--- src/hw/axi_pkg.sv ---
// memory bus burst length width, line burst length and transfer size encodings
package axi_pkg;

    localparam int AXI_LEN_BITS = 4;

    localparam logic [AXI_LEN_BITS-1:0] BURST_LEN_LINE = 4'd15; // beats minus one

    typedef logic [2:0] size_t;

    localparam size_t SIZE_WORD = 3'd2; // 4 bytes per beat

endpackage

--- src/hw/cache_pkg.sv ---
// cache data types, geometry defaults, address field widths and controller states
package cache_pkg;

    typedef logic [31:0] addr_t;
    typedef logic [31:0] word_t;
    typedef logic [3:0]  strb_t;

    localparam int INDEX_BITS_DEF  = 6;   // 64 lines
    localparam int OFFSET_BITS_DEF = 4;   // 16 words per line
    localparam int BYTE_BITS       = 2;   // byte within a word

    typedef enum logic [3:0] {
        idle,
        hit_write,
        wb_addr,       // victim write-back
        wb_data,
        wb_resp,
        fill_addr,     // line refill
        fill_data,
        fill_done,
        unc_rd,
        unc_rd_done,
        unc_wr,
        unc_wr_resp
    } ctrl_state_t;

endpackage

--- src/hw/axi_burst_port.sv ---
// axi_burst_port: AR, R, AW, W and B channel driver for line bursts and single beats
`timescale 1ns/10ps
module axi_burst_port #(
    parameter int  INDEX_BITS  = cache_pkg::INDEX_BITS_DEF,
    parameter int  OFFSET_BITS = cache_pkg::OFFSET_BITS_DEF,
    localparam int LINE_LSB    = OFFSET_BITS + cache_pkg::BYTE_BITS,
    localparam int TAG_BITS    = 32 - INDEX_BITS - LINE_LSB,
    localparam int WORDS       = 2**OFFSET_BITS,
    localparam int LEN_BITS    = axi_pkg::AXI_LEN_BITS
) (
    input  logic                  clk,
    input  logic                  resetn,
    input  logic                  rd_start,
    input  logic                  wr_start,
    input  logic                  uncached,
    input  cache_pkg::addr_t      addr,
    input  axi_pkg::size_t        size,
    input  cache_pkg::strb_t      wstrb,
    input  cache_pkg::word_t      wdata,
    input  logic [TAG_BITS-1:0]   victim_tag,
    input  cache_pkg::word_t      victim_line [WORDS],
    output logic                  rd_done,
    output logic                  wr_done,
    output logic                  beat_valid,
    output cache_pkg::word_t      beat_data,
    output cache_pkg::addr_t      araddr,
    output logic [LEN_BITS-1:0]   arlen,
    output axi_pkg::size_t        arsize,
    output logic                  arvalid,
    input  logic                  arready,
    input  cache_pkg::word_t      rdata_m,
    input  logic                  rlast,
    input  logic                  rvalid,
    output cache_pkg::addr_t      awaddr,
    output logic [LEN_BITS-1:0]   awlen,
    output axi_pkg::size_t        awsize,
    output logic                  awvalid,
    input  logic                  awready,
    output cache_pkg::word_t      wdata_m,
    output cache_pkg::strb_t      wstrb_m,
    output logic                  wlast,
    output logic                  wvalid,
    input  logic                  wready,
    input  logic                  bvalid
);
    logic [LEN_BITS-1:0] w_cnt;
    logic                unc_wr_q;

    always_ff @(posedge clk) begin
        if (!resetn) begin
            arvalid <= 1'b0;
            awvalid <= 1'b0;
            wvalid  <= 1'b0;
            w_cnt   <= '0;
        end else begin
            if (rd_start)
                arvalid <= 1'b1;
            else if (arvalid && arready)
                arvalid <= 1'b0;

            if (wr_start) begin
                awvalid <= 1'b1;
                w_cnt   <= '0;
            end else if (awvalid && awready) begin
                awvalid <= 1'b0;
                wvalid  <= 1'b1;   // data follows the accepted address
            end

            if (wvalid && wready) begin
                w_cnt <= w_cnt + 1'b1;
                if (wlast)
                    wvalid <= 1'b0;
            end
        end
    end

    // request payload, held until the handshake
    always_ff @(posedge clk) begin
        if (rd_start) begin
            araddr <= uncached ? addr : {addr[31:LINE_LSB], {LINE_LSB{1'b0}}};
            arlen  <= uncached ? '0 : axi_pkg::BURST_LEN_LINE;
            arsize <= uncached ? size : axi_pkg::SIZE_WORD;
        end
        if (wr_start) begin
            awaddr   <= uncached ? addr
                                 : {victim_tag, addr[LINE_LSB +: INDEX_BITS], {LINE_LSB{1'b0}}};
            awlen    <= uncached ? '0 : axi_pkg::BURST_LEN_LINE;
            awsize   <= uncached ? size : axi_pkg::SIZE_WORD;
            unc_wr_q <= uncached;
        end
    end

    assign wdata_m = unc_wr_q ? wdata : victim_line[w_cnt[OFFSET_BITS-1:0]];
    assign wstrb_m = unc_wr_q ? wstrb : 4'hf;
    assign wlast   = (w_cnt == awlen);

    // R and B are always accepted
    assign beat_valid = rvalid;
    assign beat_data  = rdata_m;
    assign rd_done    = rvalid && rlast;
    assign wr_done    = bvalid;

endmodule

--- config.mk ---
export PLATFORM = sky130hd
export DESIGN_NAME = axi_burst_port
export DESIGN_NICKNAME = d
export VERILOG_FILES = /design/src/hw/axi_pkg.sv /design/src/hw/cache_pkg.sv /design/src/hw/axi_burst_port.sv
export SDC_FILE = /design/constraint.sdc
export NUM_CORES = 1
export LEC_CHECK = 0
export BUFFER_PORTS_ARGS = -buffer_cell sky130_fd_sc_hd__buf_2
export CORE_AREA = 2 2 314 316
export DETAILED_ROUTE_END_ITERATION = 7
export DIE_AREA = 0 0 316 318
export GPL_TIMING_DRIVEN = 0
export PLACE_DENSITY = 0.3
export SLEW_MARGIN = 10
export SYNTH_ARGS = -nofsm -noshare
export SYNTH_HDL_FRONTEND = slang
export SYNTH_SLANG_ARGS = --single-unit
--- constraint.sdc ---
create_clock -name clk -period 2.65 [get_ports clk]
set_clock_uncertainty 0.15 [all_clocks]
set_input_delay 0.3975 -clock clk [delete_from_list [all_inputs] [get_ports clk]]
set_output_delay 0.3975 -clock clk [all_outputs]
set_load 0.02 [all_outputs]
==> results.py <==
metrics = {
    "status": {
        "status": "complete, but fails checks",
        "violations": "negative setup slack",
    },
    "route": {
        "viasPerCell": 3.47,
        "met1_length_mm": 30.2,
        "first_pass_iters": 5,
        "top_layer_used": "met5",
        "drtAntennaViolNets": 0,
        "wl_met2_mm": 35.7,
        "vias": 9266,
        "drc_errors": 0,
        "drt-initial-drc-count": 440,
        "wl_met3_mm": 7.97,
        "wl_per_cell_um": 28.2,
        "drt_wl_total_mm": 75.2,
    },
    "die": {
        "initial_core_util": 0.0765,
        "fp.dieW_um": 316,
        "die_h_um": 318,
        "pin_count": 799,
        "core_sq_mm": 0.0974,
        "die_area_sq_mm": 0.100,
        "rows": 115,
    },
    "worst_setup_path": {
        "cp.arrival_ns": 2.50,
        "required_ns": 2.10,
        "cp_max_fo": 8,
        "critical_path_class": "reg -> out",
        "worst_setup_path_start_kind": "register",
        "worst_setup_path_end_kind": "primary output",
    },
    "synthesis": {
        "yosysSeqAreaShare": 0.313,
        "synthFlopType": "edfxtp_1",
        "syn_nets": 1214,
        "ys_types": 40,
        "avgSynthCellArea_sq_um": 13.1,
        "async_flop_share": 0,
        "synthesis.area_sq_mm": 0.00745,
        "synth_seq_cells": 80,
        "yosys_warnings": 0,
        "syn_inst": 567,
        "synth_edf_count": 73,
    },
    "grt": {
        "antenna_found_initial": 66,
        "grt_pass1_wl_mm": 94.0,
        "grt_overflow_total": 0,
        "grt_max_degree": 42,
        "track_usage": 0.143,
        "first_global_vias": 9873,
    },
    "job": {
        "drv_cap": 0,
    },
    "final_layout": {
        "syn_to_final_growth_pct": 96.6,
        "final_cell_mix": "750 x buf_2, 93 x mux4_2, 73 x edfxtp_1, 69 x buf_4, 48 x mux2i_1",
        "nNetsFinal": 2019,
        "final_common_cell": "buf_2",
        "nFillCells": 11000,
        "multi_input_area_sq_mm": 0.00508,
        "drive_gt1_frac": 0.797,
        "seqCellArea_sq_mm": 0.00234,
        "finalNonFillerCells": 2673,
    },
    "hold_path": {
        "hold_path.class": "in -> reg",
    },
    "cts": {
        "clk_root_buffer_cell": "clkbuf_16",
        "clock_latency_ns": 0.37,
        "cts_sinks": 80,
        "cts_buffer_depth": 2,
        "cts_tree": "built",
        "ctsHtreeMaxLevel": 3,
        "clk_pin_slew_ns": 0.08,
        "numCtsBuffers": 9,
    },
    "timing": {
        "fmax_ghz": 0.329,
        "max-slew-margin-rel": 0.213,
        "fin_crit_sh": 1.15,
        "tightest_slew_ns": 1.18,
        "rsz0062_at_grt": "yes",
        "final.setup.worst_slack_ns": -0.394,
        "final_hold_viol_count": 0,
        "slew_violations": 0,
        "finalSetupViolCount": 32,
        "tns_ns": -9.88,
        "period_needed_ns": 3.04,
    },
    "placement": {
        "dp_slack_ns": -1.21,
        "io_buffers": 765,
        "gp_congestion": 0.917,
        "place_hpwl_mm": 65.7,
        "dpl.cell_count": 2620,
    },
    "pwr": {
        "cellPowerDensity_mw_per_mm2": 311,
        "ir_drop_mv": 0.439,
        "p_leak_nw": 5.88,
    },
}
==> layer usage <==
metal | global-route usage | vias to the layer above
met3 | 0.0489 | 115
met5 | 0 | -
met4 | 0.0223 | 42
met2 | 0.242 | 650
met1 | 0.177 | 4508
li1 | - | 3951
==> synthesized netlist by cell type, types with 2 or more instances <==
cell type,n,area share
a211oi_1,30,0.030
a21oi_1,33,0.022
buf_1,3,0.0015
nor2b_1,34,0.029
o21a_1,2,0.0020
mux4_2,86,0.26
nand3b_1,3,0.0030
dfxtp_1,7,0.019
o21ai_0,3,0.0020
buf_4,46,0.046
nand2b_1,5,0.0042
a22oi_1,16,0.016
nand2_1,4,0.0020
mux2_2,20,0.030
nor2_1,6,0.0030
mux2i_1,63,0.085
edfxtp_1,73,0.29
buf_6,10,0.015
a21boi_0,2,0.0020
mux4_1,12,0.042
nand3_1,3,0.0020
o22ai_1,31,0.026
a32oi_1,14,0.016
buf_2,19,0.013
clkbuf_1,18,0.0091
and2_1,10,0.0084
==> power by group <==
part | leakage (nW) | switching [mW] | internal [mW] | total, mW
sequential | 0.771 | 0.0346 | 1.49 | 1.52
combinational | 4.96 | 0.906 | 0.822 | 1.73
clock | 0.146 | 0.570 | 0.732 | 1.30
==> final cells by class <==
cell class / count / share of cell area
multi-input cells: 387 / 0.347
plain buffers: 95 / 0.0646
well taps: 1287 / 0.110
clock buffers: 9 / 0.0154
repair buffers: 797 / 0.297
inverters: 2 / 0.000598
clock inverters: 7 / 0.00478
diodes: 9 / 0.00154
flip-flops and latches: 80 / 0.160
==> logic make-up after synthesis <==
group / count (synthesis) / synth area share
muxes: 181 / 0.417
AOI/OAI and AO/OA: 135 / 0.122
buffers and inverters: 100 / 0.0905
DFF: 80 / 0.313
and+or+nand+nor: 70 / 0.0559
adders and majority gates: 1 / 0.00168
==> through the flow <==
step                utilization  power [mW]  hold WS (ns)  instance area (sq um)
global route              0.150        4.78        0.0555                  14600
finish                    0.150        4.55        0.0774                  14700
floorplan                     -        2.19         0.346                   7450
detailed placement        0.132        3.15         0.413                  12900
global placement          0.132        3.15         0.403                  12900
CTS                       0.146        4.62        0.0433                  14300
==> critical path, stage by stage (launching register included) <==
cell	delay (ns)
dfxtp_4	0.36
buf_12	0.17
buf_16	0.18
buf_16	0.18
buf_16	0.15
mux2i_1	0.21
o22ai_2	0.12
a211oi_4	0.40
a21oi_1	0.11
buf_2	0.19
==> flip-flops by register name (all words and copies together) (netlist names), 3 cells and up <==
register  count
awaddr       32
arsize        3
araddr       32
awsize        3
w_cnt         4
==> what timing repair did <==
action,in CTS,in global routing
endpoints found under the setup margin,33,33
buffers inserted,17,14
cloned,1,0
hold endpoints to repair,0,0
gates resized for setup,207,63
pin swaps,34,29
hold buffers,0,0
==> final timing paths <==
check / depth (start not counted) / from / end / slack (ns)
min: 1 / addr[7] / araddr[7] / 0.08
max: 9 / w_cnt[0] / wdata_m[15] / -0.39
min reg2reg: 2 / wvalid / wvalid / 0.42
max reg2reg: 7 / w_cnt[0] / w_cnt[3] / 0.70
Power figures use the tool's default switching activity.
