## src/hw/cache_pkg.sv

```systemverilog
// cache data types, geometry defaults, address field widths and controller states
package cache_pkg;

    typedef logic [31:0] addr_t;
    typedef logic [31:0] word_t;
    typedef logic [3:0]  strb_t;

    localparam int INDEX_BITS_DEF  = 6;   // 64 lines
    localparam int OFFSET_BITS_DEF = 4;   // 16 words per line
    localparam int BYTE_BITS       = 2;   // byte within a word

    typedef enum logic [3:0] {
        idle,
        hit_write,
        wb_addr,       // victim write-back
        wb_data,
        wb_resp,
        fill_addr,     // line refill
        fill_data,
        fill_done,
        unc_rd,
        unc_rd_done,
        unc_wr,
        unc_wr_resp
    } ctrl_state_t;

endpackage

```

## src/hw/line_buffer.sv

```systemverilog
// line_buffer: one-line staging register, store byte merge and refill beat capture
`timescale 1ns/10ps
module line_buffer #(
    parameter int  OFFSET_BITS = cache_pkg::OFFSET_BITS_DEF,
    localparam int WORDS       = 2**OFFSET_BITS
) (
    input  logic                   clk,
    input  logic                   resetn,
    input  logic                   load_merge,
    input  logic                   fill_start,
    input  logic                   beat_valid,
    input  cache_pkg::word_t       beat_data,
    input  cache_pkg::word_t       store_line [WORDS],
    input  logic [OFFSET_BITS-1:0] offset,
    input  logic                   we,
    input  cache_pkg::strb_t       wstrb,
    input  cache_pkg::word_t       wdata,
    output cache_pkg::word_t       line [WORDS]
);
    logic [OFFSET_BITS-1:0] beat_cnt;

    function automatic cache_pkg::word_t merge(cache_pkg::word_t old_word,
                                               cache_pkg::strb_t strb,
                                               cache_pkg::word_t new_word);
        cache_pkg::word_t res;
        res = old_word;
        for (int b = 0; b < 4; b++) begin
            if (strb[b])
                res[8*b +: 8] = new_word[8*b +: 8];
        end
        return res;
    endfunction

    always_ff @(posedge clk) begin
        if (!resetn)
            beat_cnt <= '0;
        else if (fill_start)
            beat_cnt <= '0;
        else if (beat_valid)
            beat_cnt <= beat_cnt + 1'b1;
    end

    always_ff @(posedge clk) begin
        if (load_merge) begin
            for (int i = 0; i < WORDS; i++) begin
                if (i == int'(offset))
                    line[i] <= merge(store_line[i], wstrb, wdata);
                else
                    line[i] <= store_line[i];
            end
        end else if (beat_valid) begin
            // write miss: the store lands on its own beat
            if (we && beat_cnt == offset)
                line[beat_cnt] <= merge(beat_data, wstrb, wdata);
            else
                line[beat_cnt] <= beat_data;
        end
    end

endmodule

```

## config.mk

```make
export PLATFORM = sky130hd
export DESIGN_NAME = line_buffer
export DESIGN_NICKNAME = d
export VERILOG_FILES = /design/src/hw/cache_pkg.sv /design/src/hw/line_buffer.sv
export SDC_FILE = /design/constraint.sdc
export NUM_CORES = 1
export LEC_CHECK = 0
export BUFFER_PORTS_ARGS = -buffer_cell sky130_fd_sc_hd__buf_2
export CAP_MARGIN = 10
export CORE_AREA = 2 2 423 425
export DETAILED_ROUTE_END_ITERATION = 16
export DIE_AREA = 0 0 425 427
export SLEW_MARGIN = 30
export SYNTH_ARGS = -nofsm -noshare
export SYNTH_HDL_FRONTEND = slang
export SYNTH_SLANG_ARGS = --single-unit
```

## constraint.sdc

```tcl
create_clock -name clk -period 5.2 [get_ports clk]
set_input_delay 0.78 -clock clk [delete_from_list [all_inputs] [get_ports clk]]
set_output_delay 0.78 -clock clk [all_outputs]
set_load 0.01 [all_outputs]
```

==> key figures, run 1 <==
Worst setup path
  • CP endpoint kind: flop
  • Worst R2R Setup Slack: 1810 ps
  • Crit path DAT: 3780 ps
  • Worst path slowest cell: nor3_4
  • Critical path, cell by cell: xnor2_4 -> o211ai_4 -> nor3_4 -> buf_4 -> mux2i_2 -> buf_4 -> o21ai_0
  • CP max stage delay: 710 ps
  • Critical Path Most Common Cell: buf_4
  • Reg-to-reg endpoint: line[228]$_DFFE_PP_
  • CP startpoint: beat_cnt[2]$_SDFFE_PP0P_
  • Reg2reg path depth: 7
  • Crit path kind: reg -> reg
  • Worst setup path end: line[228]$_DFFE_PP_
  • Crit Path Max Fanout: 13
  • Worst setup SP type: flop
  • Required time worst endpoint: 5590 ps
  • FF-to-FF Start: beat_cnt[2]$_SDFFE_PP0P_

Flow run
  • Max-Cap Viols: 0

Logic synthesis
  • Top cells by area, synth: edfxtp_1, mux2_2, o21ai_0
  • Most area-hungry cell type in the Yosys netlist: edfxtp_1
  • Yosys warns: 0
  • Seq/Total Area, Yosys: 53.9%
  • Synth cell count leaders: nand2_1, edfxtp_1, o21ai_0
  • Ys flop type: edfxtp_1
  • Asr flop ratio synth: 0%
  • Unique masters post-synth: 41
  • Most frequent cell after synthesis: nand2_1
  • Post-synth EDFFs: 512
  • Area share of the largest cell type after synthesis: 53.6%
  • Yosys reg bits: 516
  • Syn nets: 3169
  • Mapped Cells: 2574
  • Post-synthesis cell area: 28700 sq um
  • Mean Syn Cell Area: 11.1 sq um

Drt
  • WL final: 212000 microns
  • Wire per inst: 34.8 microns
  • Via count: 29244
  • Post-route antenna net violation count: 0
  • DR vias/cell: 4.80
  • Iter 0 DRT Violations: 4274
  • DRC viols: 0
  • DR pass1 iterations: 8

Clocking
  • H-Tree Depth: 3
  • Hold-fix buffers, CTS: 0
  • Post_cts resized: 0
  • Max clock buf depth: 3
  • Clock Latency Late Sink: 700 ps
  • Reg clk slew, reported paths: 60 ps
  • Clock sinks: 516
  • Clock tree from TritonCTS: done
  • Post-CTS setup buffers: 0
  • Inserted Clock Buffers: 68
  • Root Buffer: clkbuf_16

Global routing
  • Global-route wire length before repair: 266000 microns
  • Vias in the first global route: 27155
  • Total congestion overflow: 0
  • Largest net degree at the start of global routing: 97
  • Tot GR Track Use: 22.1%
  • Initial antenna violation count: 148

Cells and area
  • Nets@finish: 4222
  • Area Growth Syn to Fin: 39.2%
  • Share of cells above drive strength 1: 50.6%
  • Layout fillers: 19223

STA
  • Unrepaired setup endpoints after global routing: false
  • F_max: 0.295 GHz
  • Period utilization: 65.1%
  • Setup TNS Final: 0 ps
  • Clk_skew: 22.7 ps
  • Worst-Margin Slew: 1090 ps
  • Max-slew violations: 0
  • Final Critical Period: 3390 ps
  • Final Hold Fails: 0
  • Final setup fails: 0
  • Slew HR: 27.0%

Die
  • Die Footprint: 181000 sq um
  • Die height: 427 microns
  • Total I/O pin count: 1102
  • Row count: 155
  • Initial core utilization: 16.2%
  • Die Width: 425 microns
  • Core area: 177000 sq um

Min path
  • Hold/Removal Path Class: in -> reg

Place
  • # port buffers: 1101
  • HPWL after DPL: 167000 microns
  • Gpl congestion: 0.996

Pwr
  • Leak pwr: 0.0155 uW
  • Tot Pwr: 12300 uW
  • PwrDens: 307 nW/um^2
  • VDD IR max: 0.222 mV

Run status
  • Status: finished, final reports clean
## power breakdown
group | switching (uW) | internal, uW
sequential | 136 | 4970
combinational | 1450 | 741
clock | 2160 | 2810
## per-stage QoR
step                hold WS [ps]  cell area [sq um]  setup WS (ps)  util, %  cells
global route                 417              39800           1700     22.5   6053
CTS                          384              39700           1880     22.4   6030
detailed placement           607              37500           1290     21.1   5910
global placement             575              37400           1140     21.1   5908
floorplan                    548              28700           2000        -   2574
finish                       452              39900           1810     22.5   6089
## registers in the layout, summed over array words and instances, names as in the netlist
name / cells
line: 512
beat_cnt: 4
## worst max-delay path, delay by kind of cell, from the launching register on
family	cells	cell delay [ps]
compound gates	2	390
mux	1	540
flops	1	590
xor+xnor	1	170
simple gates	1	710
buf+inv	2	630
## placed cells by master (no fill, tap or decap), types with 6 or more instances in the layout
cell type	count
nand3_1	40
nor2_2	11
nand2_1	544
mux2i_4	16
nor3_4	7
clkbuf_1	12
clkinv_1	12
nand3b_1	8
edfxtp_1	512
a221o_1	64
o21ai_0	480
clkbuf_16	69
a21boi_0	64
clkinv_2	7
diode_2	57
mux2i_2	16
mux2_2	448
nor2b_1	8
buf_4	113
bufinv_16	7
a31o_2	6
inv_1	6
buf_2	1100
nor2_1	45
## routing by layer
metal  global-route usage, %  up-vias  wire length [microns]
li1                        -    11630                      -
met1                    26.2    14352                  76400
met2                    34.1     2534                  94400
met3                    9.54      606                  28200
met4                    10.8      122                  12100
met5                   0.582        -                    770
## layout make-up
type / instances / area [sq um] / area share [%]
Antenna cell: 57 / 143 / 0.358
Clock buffer: 81 / 1770 / 4.44
Clock inverter: 39 / 452 / 1.13
Inverter: 6 / 22.5 / 0.0564
Multi-Input combinational cell: 1816 / 12700 / 31.8
Sequential cell: 516 / 15500 / 38.7
Tap cell: 2355 / 2950 / 7.39
Timing Repair Buffer: 1219 / 6440 / 16.1
## kinds of logic (layout without fill, tap and decap cells)
kind of cell	count (synthesis)	count (layout)	share of synthesized area (%)
AND/OR/NAND/NOR	690	690	9.88
AO/OA/AOI/OAI	634	634	13.5
flip-flops	516	516	53.9
multiplexers	481	481	18.8
buffers and inverters	242	1345	3.38
XOR/XNOR	6	6	0.301
adder cells (fa/ha/maj)	5	5	0.218
other	0	57	0
## worst min path at each step
| stage | end | start | slack, ps | cells past startpoint |
|---|---|---|---|---|
| finish | line[97]$_DFFE_PP_ | beat_data[1] | 450 | 2 |
| global route | line[496]$_DFFE_PP_ | beat_data[16] | 420 | 2 |
| CTS | line[112]$_DFFE_PP_ | beat_data[16] | 380 | 2 |
| detailed placement | beat_cnt[0]$_SDFFE_PP0P_ | beat_cnt[0]$_SDFFE_PP0P_ | 610 | 2 |
| global placement | beat_cnt[0]$_SDFFE_PP0P_ | beat_cnt[0]$_SDFFE_PP0P_ | 570 | 2 |
| floorplan | beat_cnt[0]$_SDFFE_PP0P_ | beat_cnt[0]$_SDFFE_PP0P_ | 550 | 2 |
Note: power is estimated with default switching activity, not from simulation.
==> inputs of run 2 (changes only) <==
Clock period 5.2 ns to 3.33 ns, I/O delays scaled along.
==> run 2 against run 1 <==
Against the previous run: clock power increased by 53%; sequential share of layout area decreased by 0.71 points; combinational power increased by 61%; non-clock buffer count increased by 77; wire length increased by 1.2%; fmax increased by 16%; core utilization increased by 0.42 points; cell count increased by 1.3%; critical endpoint is now line[443]$_DFFE_PP_; largest cell class unchanged; highest routed layer unchanged.
==> key figures, run 2 (synthesis gave the netlist of run 1 again) <==
Run status
  • Status: finished, final reports clean

Cells and area
  • Most frequent cells in the layout: buf_2, nand2_1, edfxtp_1, o21ai_0, mux2_2
  • Commonest non-fill, non-tap cell in the layout: buf_2
  • Top reg by flops: line
  • Max reg flops: 512
  • Fin cells: 6166
  • Area Growth Syn to Fin: 41.8%
  • Layout fillers: 19270
  • Register Area: 15500 sq um
  • Multi-input gate area: 12600 sq um
  • Nets@finish: 4300
  • Final Cell Area: 40600 sq um
  • Top Registers: line (512), beat_cnt (4)
  • Share of cells above drive strength 1: 51.3%

Global routing
  • Initial antenna violation count: 145
  • Met2 Track Usage GR: 35.0%
  • M3 GR Usage: 7.62%
  • Largest net degree at the start of global routing: 163
  • Global-route wire length before repair: 270000 microns
  • Top Usage Layer GRT: met2
  • Total congestion overflow: 0
  • Vias in the first global route: 27059
  • Tot GR Track Use: 22.5%
  • Met1 usage: 27.5%

Drt
  • Iter 0 DRT Violations: 4091
  • Post-route antenna net violation count: 0
  • DR pass1 iterations: 6
  • Wire per inst: 34.8 microns
  • Via count: 29117
  • WL final: 215000 microns
  • DRC viols: 0
  • DR vias/cell: 4.72

Pwr
  • Sw frac: 30.7%
  • Clock network fraction of total power: 39.7%
  • Net Sw Power: 5870 uW
  • Flop pwr share: 41.8%
  • Comb pwr share: 18.5%
  • VDD IR max: 0.377 mV
  • PwrDens: 469 nW/um^2
  • Leak pwr: 0.0159 uW
  • Cell-internal power: 13200 uW

Clocking
  • Hold-fix buffers, CTS: 0
  • Inserted Clock Buffers: 69
  • Post_cts resized: 0
  • Max clock buf depth: 3
  • Root Buffer: clkbuf_16
  • Reg clk slew, reported paths: 60 ps
  • Post-CTS setup buffers: 0
  • Clock sinks: 516
  • H-Tree Depth: 3
  • Clock tree from TritonCTS: done
  • Clock Latency Late Sink: 720 ps

Worst setup path
  • Worst path slowest cell: nand2_1
  • Reg2reg path depth: 6
  • CP endpoint kind: flop
  • Crit path kind: reg -> reg
  • Worst setup SP type: flop
  • Worst setup path end: line[443]$_DFFE_PP_
  • Critical path, cell by cell: inv_1 -> ha_1 -> nor2b_1 -> nand2_1 -> buf_4 -> o21ai_0
  • Reg-to-reg endpoint: line[443]$_DFFE_PP_
  • Crit Path Max Fanout: 20
  • Required time worst endpoint: 3820 ps
  • FF-to-FF Start: beat_cnt[0]$_SDFFE_PP0P_
  • CP max stage delay: 590 ps
  • CP startpoint: beat_cnt[0]$_SDFFE_PP0P_
  • Crit path DAT: 3400 ps
  • Worst R2R Setup Slack: 420 ps

STA
  • Final Critical Period: 2910 ps
  • Final setup fails: 0
  • WHS: 169 ps
  • Max-slew violations: 0
  • Final Hold Fails: 0
  • F_max: 0.344 GHz
  • Period utilization: 87.3%
  • Slew HR: 30.7%
  • Unrepaired setup endpoints after global routing: false
  • Setup ws final: 423 ps
  • Setup TNS Final: 0 ps
  • Worst-Margin Slew: 1040 ps
  • Clk_skew: 27.9 ps

Min path
  • Hold/Removal Path Class: in -> reg

Place
  • Gpl congestion: 0.968
  • Placed cell count: 5989
  • Dpl ws: 330 ps
  • # port buffers: 1101
  • Placed cell area: 38300 sq um
  • HPWL after DPL: 170000 microns

Die
  • Core area: 177000 sq um
  • Initial core utilization: 16.2%
  • Row count: 155
  • Total I/O pin count: 1102
  • Die Footprint: 181000 sq um
  • Die height: 427 microns
  • Die Width: 425 microns

Flow run
  • Max-Cap Viols: 0
## run 2: changes by cell type in the layout (fill, tap and decap cells not counted), moves of 6 or more
cell	before	now
buf_12	0	28
nor2_2	11	5
nor2_1	45	51
buf_4	113	167
## run 2: layer usage
layer / part of all wire (%) / wire, microns / vias to the layer above
met4: 5.7 / 12200 / 102
met1: 37 / 79800 / 14388
met5: 0.30 / 637 / -
li1: - / - / 11780
met3: 12 / 25400 / 518
met2: 45 / 96500 / 2329
## run 2: layout make-up
type                    instances  area share [%]
flip-flops and latches        516            38.0
multi-input cells            1816            31.0
inverters                       6          0.0554
repair buffers               1296            18.0
clock buffers                  87            4.52
well taps                    2355            7.25
diodes                         58           0.357
clock inverters                32           0.776
## run 2: power by group through the flow
| stage | Clock (uW) | Combinational (uW) | Sequential (uW) |
|---|---|---|---|
| after floorplan | 0 | 1070 | 8310 |
| after global placement | 0 | 3490 | 8090 |
| after detailed placement | 0 | 3510 | 8080 |
| after CTS | 7710 | 3520 | 7960 |
| after global routing | 7900 | 3670 | 8000 |
| final | 7580 | 3530 | 7970 |
## run 2: worst max-delay path, delay by kind of cell (launching register included)
kind / cells / cell delay (ps)
and+or+nand+nor: 2 / 1000
buffers and inverters: 2 / 660
DFF: 1 / 370
adders and majority gates: 1 / 350
AOI/OAI and AO/OA: 1 / 290
## run 2: worst min path at each step
stage,startpoint,end,slack (ps),cells past startpoint
final,beat_data[0],line[480]$_DFFE_PP_,170,2
after global routing,beat_data[29],line[125]$_DFFE_PP_,130,2
after CTS,beat_data[29],line[125]$_DFFE_PP_,70,2
after detailed placement,beat_cnt[0]$_SDFFE_PP0P_,beat_cnt[0]$_SDFFE_PP0P_,590,2
after global placement,beat_cnt[0]$_SDFFE_PP0P_,beat_cnt[0]$_SDFFE_PP0P_,590,2
after floorplan,beat_cnt[0]$_SDFFE_PP0P_,beat_cnt[0]$_SDFFE_PP0P_,550,2
## run 2: through the flow
step                      power, uW  util [%]
after floorplan                9380         -
after global placement        11600      21.6
after detailed placement      11600      21.6
after CTS                     19200      22.8
after global routing          19600      22.9
final                         19100      22.9
