$ cat src/hw/cache_pkg.sv
// cache data types, geometry defaults, address field widths and controller states
package cache_pkg;

    typedef logic [31:0] addr_t;
    typedef logic [31:0] word_t;
    typedef logic [3:0]  strb_t;

    localparam int INDEX_BITS_DEF  = 6;   // 64 lines
    localparam int OFFSET_BITS_DEF = 4;   // 16 words per line
    localparam int BYTE_BITS       = 2;   // byte within a word

    typedef enum logic [3:0] {
        idle,
        hit_write,
        wb_addr,       // victim write-back
        wb_data,
        wb_resp,
        fill_addr,     // line refill
        fill_data,
        fill_done,
        unc_rd,
        unc_rd_done,
        unc_wr,
        unc_wr_resp
    } ctrl_state_t;

endpackage

$ cat src/hw/dcache_ctrl.sv
// dcache_ctrl: hit detection, miss sequencing FSM, stall and read data select
`timescale 1ns/10ps
module dcache_ctrl #(
    parameter int  INDEX_BITS  = cache_pkg::INDEX_BITS_DEF,
    parameter int  OFFSET_BITS = cache_pkg::OFFSET_BITS_DEF,
    localparam int LINE_LSB    = OFFSET_BITS + cache_pkg::BYTE_BITS,
    localparam int TAG_BITS    = 32 - INDEX_BITS - LINE_LSB,
    localparam int WORDS       = 2**OFFSET_BITS
) (
    input  logic                  clk,
    input  logic                  resetn,
    input  logic                  req,
    input  logic                  we,
    input  logic                  cached,
    input  cache_pkg::addr_t      addr,
    input  logic [TAG_BITS-1:0]   tag_out,
    input  logic                  valid_out,
    input  logic                  dirty_out,
    input  cache_pkg::word_t      store_line [WORDS],
    input  cache_pkg::word_t      buffer_line [WORDS],
    input  cache_pkg::word_t      beat_data,
    input  logic                  rd_done,
    input  logic                  wr_done,
    output logic [INDEX_BITS-1:0] index,
    output logic [TAG_BITS-1:0]   fill_tag,
    output logic                  line_we,
    output logic                  line_valid,
    output logic                  line_dirty,
    output logic                  load_merge,
    output logic                  fill_start,
    output logic                  rd_start,
    output logic                  wr_start,
    output cache_pkg::word_t      rdata,
    output logic                  stall
);
    cache_pkg::ctrl_state_t state;
    cache_pkg::ctrl_state_t state_nxt;
    cache_pkg::word_t       unc_data;
    logic [OFFSET_BITS-1:0] offset;
    logic                   hit;
    logic                   idle_req;

    assign index    = addr[LINE_LSB +: INDEX_BITS];
    assign fill_tag = addr[31 -: TAG_BITS];
    assign offset   = addr[cache_pkg::BYTE_BITS +: OFFSET_BITS];
    assign hit      = valid_out && (tag_out == fill_tag);
    assign idle_req = (state == cache_pkg::idle) && req;

    always_ff @(posedge clk) begin
        if (!resetn)
            state <= cache_pkg::idle;
        else
            state <= state_nxt;
    end

    always_ff @(posedge clk) begin
        if (state == cache_pkg::unc_rd && rd_done)
            unc_data <= beat_data;
    end

    always_comb begin
        state_nxt = state;
        case (state)
            cache_pkg::idle: begin
                if (req && !cached)
                    state_nxt = we ? cache_pkg::unc_wr : cache_pkg::unc_rd;
                else if (req && !hit)
                    state_nxt = (valid_out && dirty_out) ? cache_pkg::wb_addr
                                                         : cache_pkg::fill_addr;
                else if (req && we)
                    state_nxt = cache_pkg::hit_write;
            end
            cache_pkg::wb_addr:   state_nxt = cache_pkg::wb_data;
            cache_pkg::wb_data:   if (wr_done) state_nxt = cache_pkg::wb_resp;
            cache_pkg::wb_resp:   state_nxt = cache_pkg::fill_addr;   // victim now in memory
            cache_pkg::fill_addr: state_nxt = cache_pkg::fill_data;
            cache_pkg::fill_data: if (rd_done) state_nxt = cache_pkg::fill_done;
            cache_pkg::unc_rd:    if (rd_done) state_nxt = cache_pkg::unc_rd_done;
            cache_pkg::unc_wr:    if (wr_done) state_nxt = cache_pkg::unc_wr_resp;
            default:              state_nxt = cache_pkg::idle;
        endcase
    end

    // single-cycle strobes
    assign load_merge = idle_req && cached && hit && we;
    assign rd_start   = (idle_req && !cached && !we) || (state == cache_pkg::fill_addr);
    assign wr_start   = (idle_req && !cached && we) || (state == cache_pkg::wb_addr);
    assign fill_start = (state == cache_pkg::fill_addr);

    // buffer goes back to the store after a merge or a refill
    assign line_we    = (state == cache_pkg::hit_write) || (state == cache_pkg::fill_done);
    assign line_valid = line_we;
    assign line_dirty = we;

    always_comb begin
        case (state)
            cache_pkg::idle:        stall = req && !(cached && hit && !we);
            cache_pkg::hit_write,
            cache_pkg::fill_done,
            cache_pkg::unc_rd_done,
            cache_pkg::unc_wr_resp: stall = 1'b0;
            default:                stall = 1'b1;
        endcase
    end

    always_comb begin
        case (state)
            cache_pkg::fill_done:   rdata = buffer_line[offset];
            cache_pkg::unc_rd_done: rdata = unc_data;
            default:                rdata = store_line[offset];
        endcase
    end

endmodule

$ cat config.mk
export PLATFORM = sky130hd
export DESIGN_NAME = dcache_ctrl
export DESIGN_NICKNAME = d
export VERILOG_FILES = /design/src/hw/cache_pkg.sv /design/src/hw/dcache_ctrl.sv
export SDC_FILE = /design/constraint.sdc
export NUM_CORES = 1
export LEC_CHECK = 0
export ABC_AREA = 1
export BUFFER_PORTS_ARGS = -buffer_cell sky130_fd_sc_hd__clkbuf_2
export CORE_AREA = 2 2 455 457
export CTS_CLUSTER_DIAMETER = 200
export CTS_CLUSTER_SIZE = 14
export DETAILED_ROUTE_END_ITERATION = 6
export DIE_AREA = 0 0 457 459
export PLACE_DENSITY = 0.3
export SYNTH_ARGS = -nofsm -noshare
export SYNTH_HDL_FRONTEND = slang
export SYNTH_SLANG_ARGS = --single-unit
$ cat constraint.sdc
create_clock -name clk -period 3.9 [get_ports clk]
set_input_delay 0.78 -clock clk [delete_from_list [all_inputs] [get_ports clk]]
set_output_delay 0.78 -clock clk [all_outputs]
set_load 0.03 [all_outputs]
==> results.tsv, run 1 <==
stage	metric	value	unit
synthesis	Post-Syn Instances	2205	
placed_design	Placer Congestion	0.8755	
timing	Tmin final	3.895	ns
synthesis	Async SR Flop Fraction	0	%
routing	post-detailed-route count of antenna-violating nets	0	
synthesis	commonest register cell after synthesis	edfxtp_1	
synthesis	Ys Warns	0	
pwr	total power	0.004367	W
routing	DR vias/cell	3.525	
pwr	leak pwr	10.12	nW
global_routing	largest net degree at the start of global routing	70	
finish	NumNets Final	4474	
clocking	root buffer cell	clkbuf_16	
finish	Area Overhead vs Synth	97.89	%
timing	final worst clock skew	0.007445	ns
synthesis	register bit total from synthesis	36	
synthesis	most common cell in the netlist	nor2_1	
placed_design	I/O Buffers	1168	
timing	post-route clock period utilization	99.88	%
worst_setup_path	CP endpoint kind	primary output	
routing	Avg WL per Cell	28.78	um
synthesis	post-synth top area share	22.10	%
timing	RSZ-0062 raised after global routing	true	
synthesis	register area share after synthesis	9.138	%
floorplan	I/O pin total	1183	
timing	count of final hold-check violations	0	
clocking	CTS tree	yes	
finish	design area	22540	sq um
floorplan	Core Footprint	205600	sq um
placed_design	pre-CTS setup slack	-0.2652	ns
synthesis	Syn Area/Cell	5.167	sq um
worst_setup_path	worst-path fanout max	49	
synthesis	synth unique cells	26	
timing	slew at the pin closest to its max-slew limit	1.090	ns
global_routing	first-pass GRT wire length	218800	um
clocking	htree depth	2	
synthesis	Commonest cells post-synth	539 x nor2_1, 503 x o21ai_0, 300 x nand2_1, 193 x o22ai_1, 166 x nand3_1	
floorplan	Die X	457	um
floorplan	Std-Cell Rows	167	
timing	Slew Limit Fails	0	
worst_setup_path	kind of critical path	input port to primary output	
routing	DRT Pass-1 Iters	5	
finish	layout cells sized above 1	42.70	%
timing	final setup violation count	0	
clocking	clock transition at the registers of the reported paths	0.07	ns
global_routing	total gr overflow	0	
clocking	total CTS buffers	5	
clocking	Clock Path Buffers	2	
routing	via count	21520	
floorplan	Die Footprint	209800	sq um
run_status	run status	finished, final reports clean	
clocking	hold_buf cts	0	
floorplan	Starting Density	5.541	%
placed_design	Cell Area, Placed	22120	sq um
routing	DR DRC count	0	
worst_setup_path	Critical Path RT	3.12	ns
timing	f_max	256.7	MHz
clocking	CTS Sinks	36	
timing	post-layout worst setup margin	0.004803	ns
floorplan	Die Ht	459	um
synthesis	cell taking the most area after synthesis	o21ai_0	
timing	Slew HR	27.27	%
synthesis	top post-synthesis cells by area	o21ai_0 22%, nor2_1 18%, o22ai_1 11%	
clocking	worst-skew pair later-pin latency	0.31	ns
min_path	Hold/Removal Path Class	flip-flop to flip-flop	
global_routing	vias in the first global route	21810	
worst_setup_path	startpoint types	input port	
synthesis	post-synthesis net count	3322	
routing	final wirelength	175700	um
timing	Min Hold Slack	0.5451	ns
synthesis	Post-synth EDFFs	32	
timing	final setup TNS	0	ns
routing	Initial DRC Count	1428	
synthesis	Mapped Area	11390	sq um
worst_setup_path	Worst EP arrival	3.12	ns
global_routing	initial antenna violation count	139	
job	Max-Cap Viols	0	
pwr	Max rail drop VDD	386.3	uV
pwr	pwr dens	193.7	nW/um^2
global_routing	gr usage total	15.86	%
placed_design	DP HPWL	158000	um
[cells in the final DEF (no fill, tap or decap), drive strengths merged, types with 2 or more instances in the layout]
cell	n
clkbuf	1153
o21ai	584
nor2	540
nand2	300
buf	243
o22ai	193
nand3	166
o221ai	65
inv	57
diode	44
edfxtp	32
a21oi	8
dfxtp	4
clkinv	4
nand4	2
or2	2
nor3	2
[worst max-delay path, cell delays in order]
cell and delay [ns]:
buf_8 0.13, buf_12 0.22, buf_4 0.29, buf_4 0.21, o21ai_0 0.16, o22ai_1 0.38, nand2_1 0.20, nand3_1 0.14
nand3_1 0.08, nand3_1 0.13, clkbuf_2 0.24
[where the power goes]
group          switching, W  internal [W]  total (W)
sequential        0.0000260      0.000465   0.000491
clock              0.000206      0.000237   0.000442
combinational       0.00213       0.00130    0.00343
[kinds of logic (layout without fill, tap and decap cells)]
logic type | after synthesis | after routing | synth area share (%)
other | 0 | 44 | 0
AOI/OAI and AO/OA | 851 | 851 | 41.67
buffers and inverters | 305 | 1457 | 13.82
xor gates and xnor gates | 1 | 1 | 0.07689
and+or+nand+nor | 1012 | 1013 | 35.30
DFF | 36 | 36 | 9.138
[state kept, by name, summed over array words and instances (netlist names)]
| name | count |
|---|---|
| state | 4 |
| unc_data | 32 |
[cell type report]
class	count	area (sq um)
multi-input combinational	1865	8932
sequential	36	1041
clock buffer	5	125.1
tap	2704	3383
timing repair buffer	1391	8675
antenna	44	110.1
clock inverter	3	18.77
fill	24590	183100
inverter	58	259.0
[timing repair]
item / 4_1_cts / 5_1_grt
pin swaps: 1 / 0
cloned: 1 / 1
gates resized for setup: 13 / 17
endpoints found under the setup margin: 13 / 15
setup buffers: 0 / 0
[worst paths after layout]
check / startpoint / to / slack, ns / depth (start not counted)
setup / recovery: addr[2] / rdata[17] / 0.005 / 11
hold / removal: state[1] / state[1] / 0.55 / 2
setup reg to reg: state[2] / state[2] / 2.18 / 8
hold reg to reg: state[1] / state[1] / 0.55 / 2
[layer usage]
layer	vias up	global-route usage [%]	routed length [um]
met4	42	3.062	3848
met3	244	4.160	12510
met1	10010	18.60	72020
met5	-	0	268
li1	10080	-	-
met2	1148	28.81	87080
[through the flow]
step	std cells	util, %
finish	6106	10.96
global route	6076	10.93
CTS	6061	10.86
detailed placement	6052	10.76
global placement	6052	10.76
floorplan	2205	-
(Power assumes the default switching activity.)
==> inputs of run 2 (changes only) <==
==> constraint.sdc (replaced) <==
create_clock -name clk -period 3.9 [get_ports clk]
set_input_delay 0.975 -clock clk [delete_from_list [all_inputs] [get_ports clk]]
set_output_delay 0.975 -clock clk [all_outputs]
set_load 0.03 [all_outputs]
==> run 2 against run 1 <==
Highest routed layer unchanged; critical path depth unchanged; critical endpoint is now rdata[24]; clock power barely moved; utilization grew 2.3 points; die area unchanged; fmax rose by 1.6%; clock skew shrank 0.0013 ns.
==> results.tsv, run 2 (same netlist as run 1, synthesis figures left out) <==
stage	metric	value	unit
routing	via count	22760	
clocking	total CTS buffers	5	
finish	design area	27300	sq um
clocking	CTS tree	yes	
timing	final setup violation count	0	
floorplan	Starting Density	5.541	%
routing	DRT Pass-1 Iters	5	
finish	fill count	24300	
global_routing	initial antenna violation count	132	
timing	RSZ-0062 raised after global routing	true	
finish	NumNets Final	4663	
timing	final worst clock skew	0.006191	ns
timing	Slew HR	35.59	%
clocking	CTS Sinks	36	
min_path	WHS Path Cells	2	
min_path	Hold/Removal Path Class	flip-flop to flip-flop	
worst_setup_path	flop2flop setup slack	2.01	ns
min_path	worst hold start	state[1]	
clocking	clock transition at the registers of the reported paths	0.07	ns
worst_setup_path	worst-path fanout max	10	
timing	post-route clock period utilization	98.29	%
finish	Area Overhead vs Synth	139.6	%
timing	Tmin final	3.833	ns
global_routing	vias in the first global route	23250	
floorplan	Core Footprint	205600	sq um
placed_design	placed insts	6185	
routing	DR DRC count	0	
floorplan	Die Ht	459	um
worst_setup_path	Critical Path RT	2.92	ns
timing	Slew Limit Fails	0	
run_status	run status	finished, final reports clean	
finish	layout cells sized above 1	54.58	%
pwr	Max rail drop VDD	225.9	uV
floorplan	Die X	457	um
clocking	root buffer cell	clkbuf_16	
worst_setup_path	capturing point of the worst reg2reg path	unc_data[31]	
global_routing	gr usage total	17.30	%
finish	Biggest register	unc_data	
finish	commonest non-fill, non-tap cell in the layout	clkbuf_2	
min_path	Endpoint, Worst Hold	state[1]	
routing	final wirelength	191200	um
placed_design	Cell Area, Placed	23400	sq um
finish	top flop regs	unc_data (32), state (4)	
timing	final setup TNS	0	ns
timing	f_max	260.9	MHz
routing	DR vias/cell	3.618	
timing	count of final hold-check violations	0	
finish	number of flip-flops in the largest register	32	
worst_setup_path	CP endpoint kind	primary output	
worst_setup_path	RR Startpoint	state[3]	
routing	Avg WL per Cell	30.40	um
floorplan	Std-Cell Rows	167	
global_routing	largest net degree at the start of global routing	39	
placed_design	Placer Congestion	0.8852	
floorplan	I/O pin total	1183	
clocking	Clock Path Buffers	2	
worst_setup_path	Worst EP arrival	2.86	ns
pwr	leak pwr	12.19	nW
finish	final std cells w/o fill	6290	
finish	Final Util	13.28	%
worst_setup_path	startpoint types	input port	
worst_setup_path	kind of critical path	input port to primary output	
clocking	worst-skew pair later-pin latency	0.31	ns
floorplan	Die Footprint	209800	sq um
finish	commonest cells after routing, fill and taps aside	1,132 x clkbuf_2, 499 x nor2_1, 388 x o21ai_0	
timing	slew at the pin closest to its max-slew limit	0.9651	ns
pwr	pwr dens	189.7	nW/um^2
worst_setup_path	Worst R2R Path Depth	5	
timing	Min Hold Slack	0.5478	ns
routing	post-detailed-route count of antenna-violating nets	0	
placed_design	I/O Buffers	1168	
clocking	htree depth	2	
global_routing	first-pass GRT wire length	237500	um
global_routing	total gr overflow	0	
job	Max-Cap Viols	0	
routing	Initial DRC Count	1332	
placed_design	DP HPWL	159000	um
==> run 2: cell count changes in the layout (fill, tap and decap cells not counted), moves of 33 or more <==
cell,previous run,this run
o21ai_0,500,388
nand3_1,162,74
buf_4,158,233
nand3_2,4,67
o21ai_2,5,61
nand2_1,297,252
o22ai_1,186,143
o22ai_2,7,47
nand2_2,3,42
buf_6,0,37
nor2_1,536,499
o21ai_1,79,113
buf_12,80,113
==> run 2: worst max path at each step <==
| stage | from | endpoint | slack [ns] | depth (start not counted) |
|---|---|---|---|---|
| final | addr[2] | rdata[24] | 0.07 | 11 |
| after global routing | addr[2] | rdata[2] | -0.02 | 14 |
| after CTS | addr[2] | rdata[1] | -0.03 | 12 |
| after detailed placement | addr[2] | rdata[11] | -0.57 | 12 |
| after global placement | addr[2] | rdata[11] | -0.61 | 12 |
| after floorplan | rd_done | unc_data[0] | 0.18 | 2 |
==> run 2: cell type report <==
cell class / count / area [sq um] / area share (%)
diodes: 39 / 97.59 / 0.3575
clock buffers: 5 / 125.1 / 0.4583
clock inverters: 3 / 18.77 / 0.06875
inverters: 58 / 267.8 / 0.9808
multi-input cells: 1865 / 10740 / 39.36
flip-flops and latches: 36 / 1041 / 3.813
well taps: 2704 / 3383 / 12.39
repair buffers: 1574 / 11480 / 42.04
repair inverters: 6 / 145.1 / 0.5317
==> run 2: power by group <==
part	leakage, nW	switching (W)	internal [W]
clock	0.0738	0.000206	0.000237
sequential	0.322	0.0000263	0.000465
combinational	11.8	0.00247	0.00178
==> run 2: critical path, stage by stage <==
cell       delay, ns
buf_16          0.15
buf_16          0.19
bufbuf_16       0.32
o21ai_0         0.11
o22ai_1         0.29
nand2_1         0.10
nand3_2         0.10
nand3_2         0.11
buf_12          0.20
nand3_2         0.09
buf_12          0.13
==> run 2: what timing repair did <==
action                     4_1_cts  5_1_grt
gates resized for setup        516      130
setup buffers                   27       10
setup endpoints to repair       32       32
cloned                          29        5
hold buffers                     0        0
pin swaps                       81       41
==> run 2: metal layers <==
layer	wire, um	part of all wire, %	global-route usage [%]
met5	276	0.14	0
met4	5215	2.7	3.979
met3	13670	7.1	4.288
met2	94400	49	31.28
met1	77630	41	20.33
==> run 2: through the flow <==
step	total power, W	worst slack [ns]
CTS	0.005259	-0.03358
detailed placement	0.004235	-0.5659
global route	0.005535	-0.02252
global placement	0.004253	-0.6054
floorplan	0.001820	0.1793
finish	0.005179	0.06675
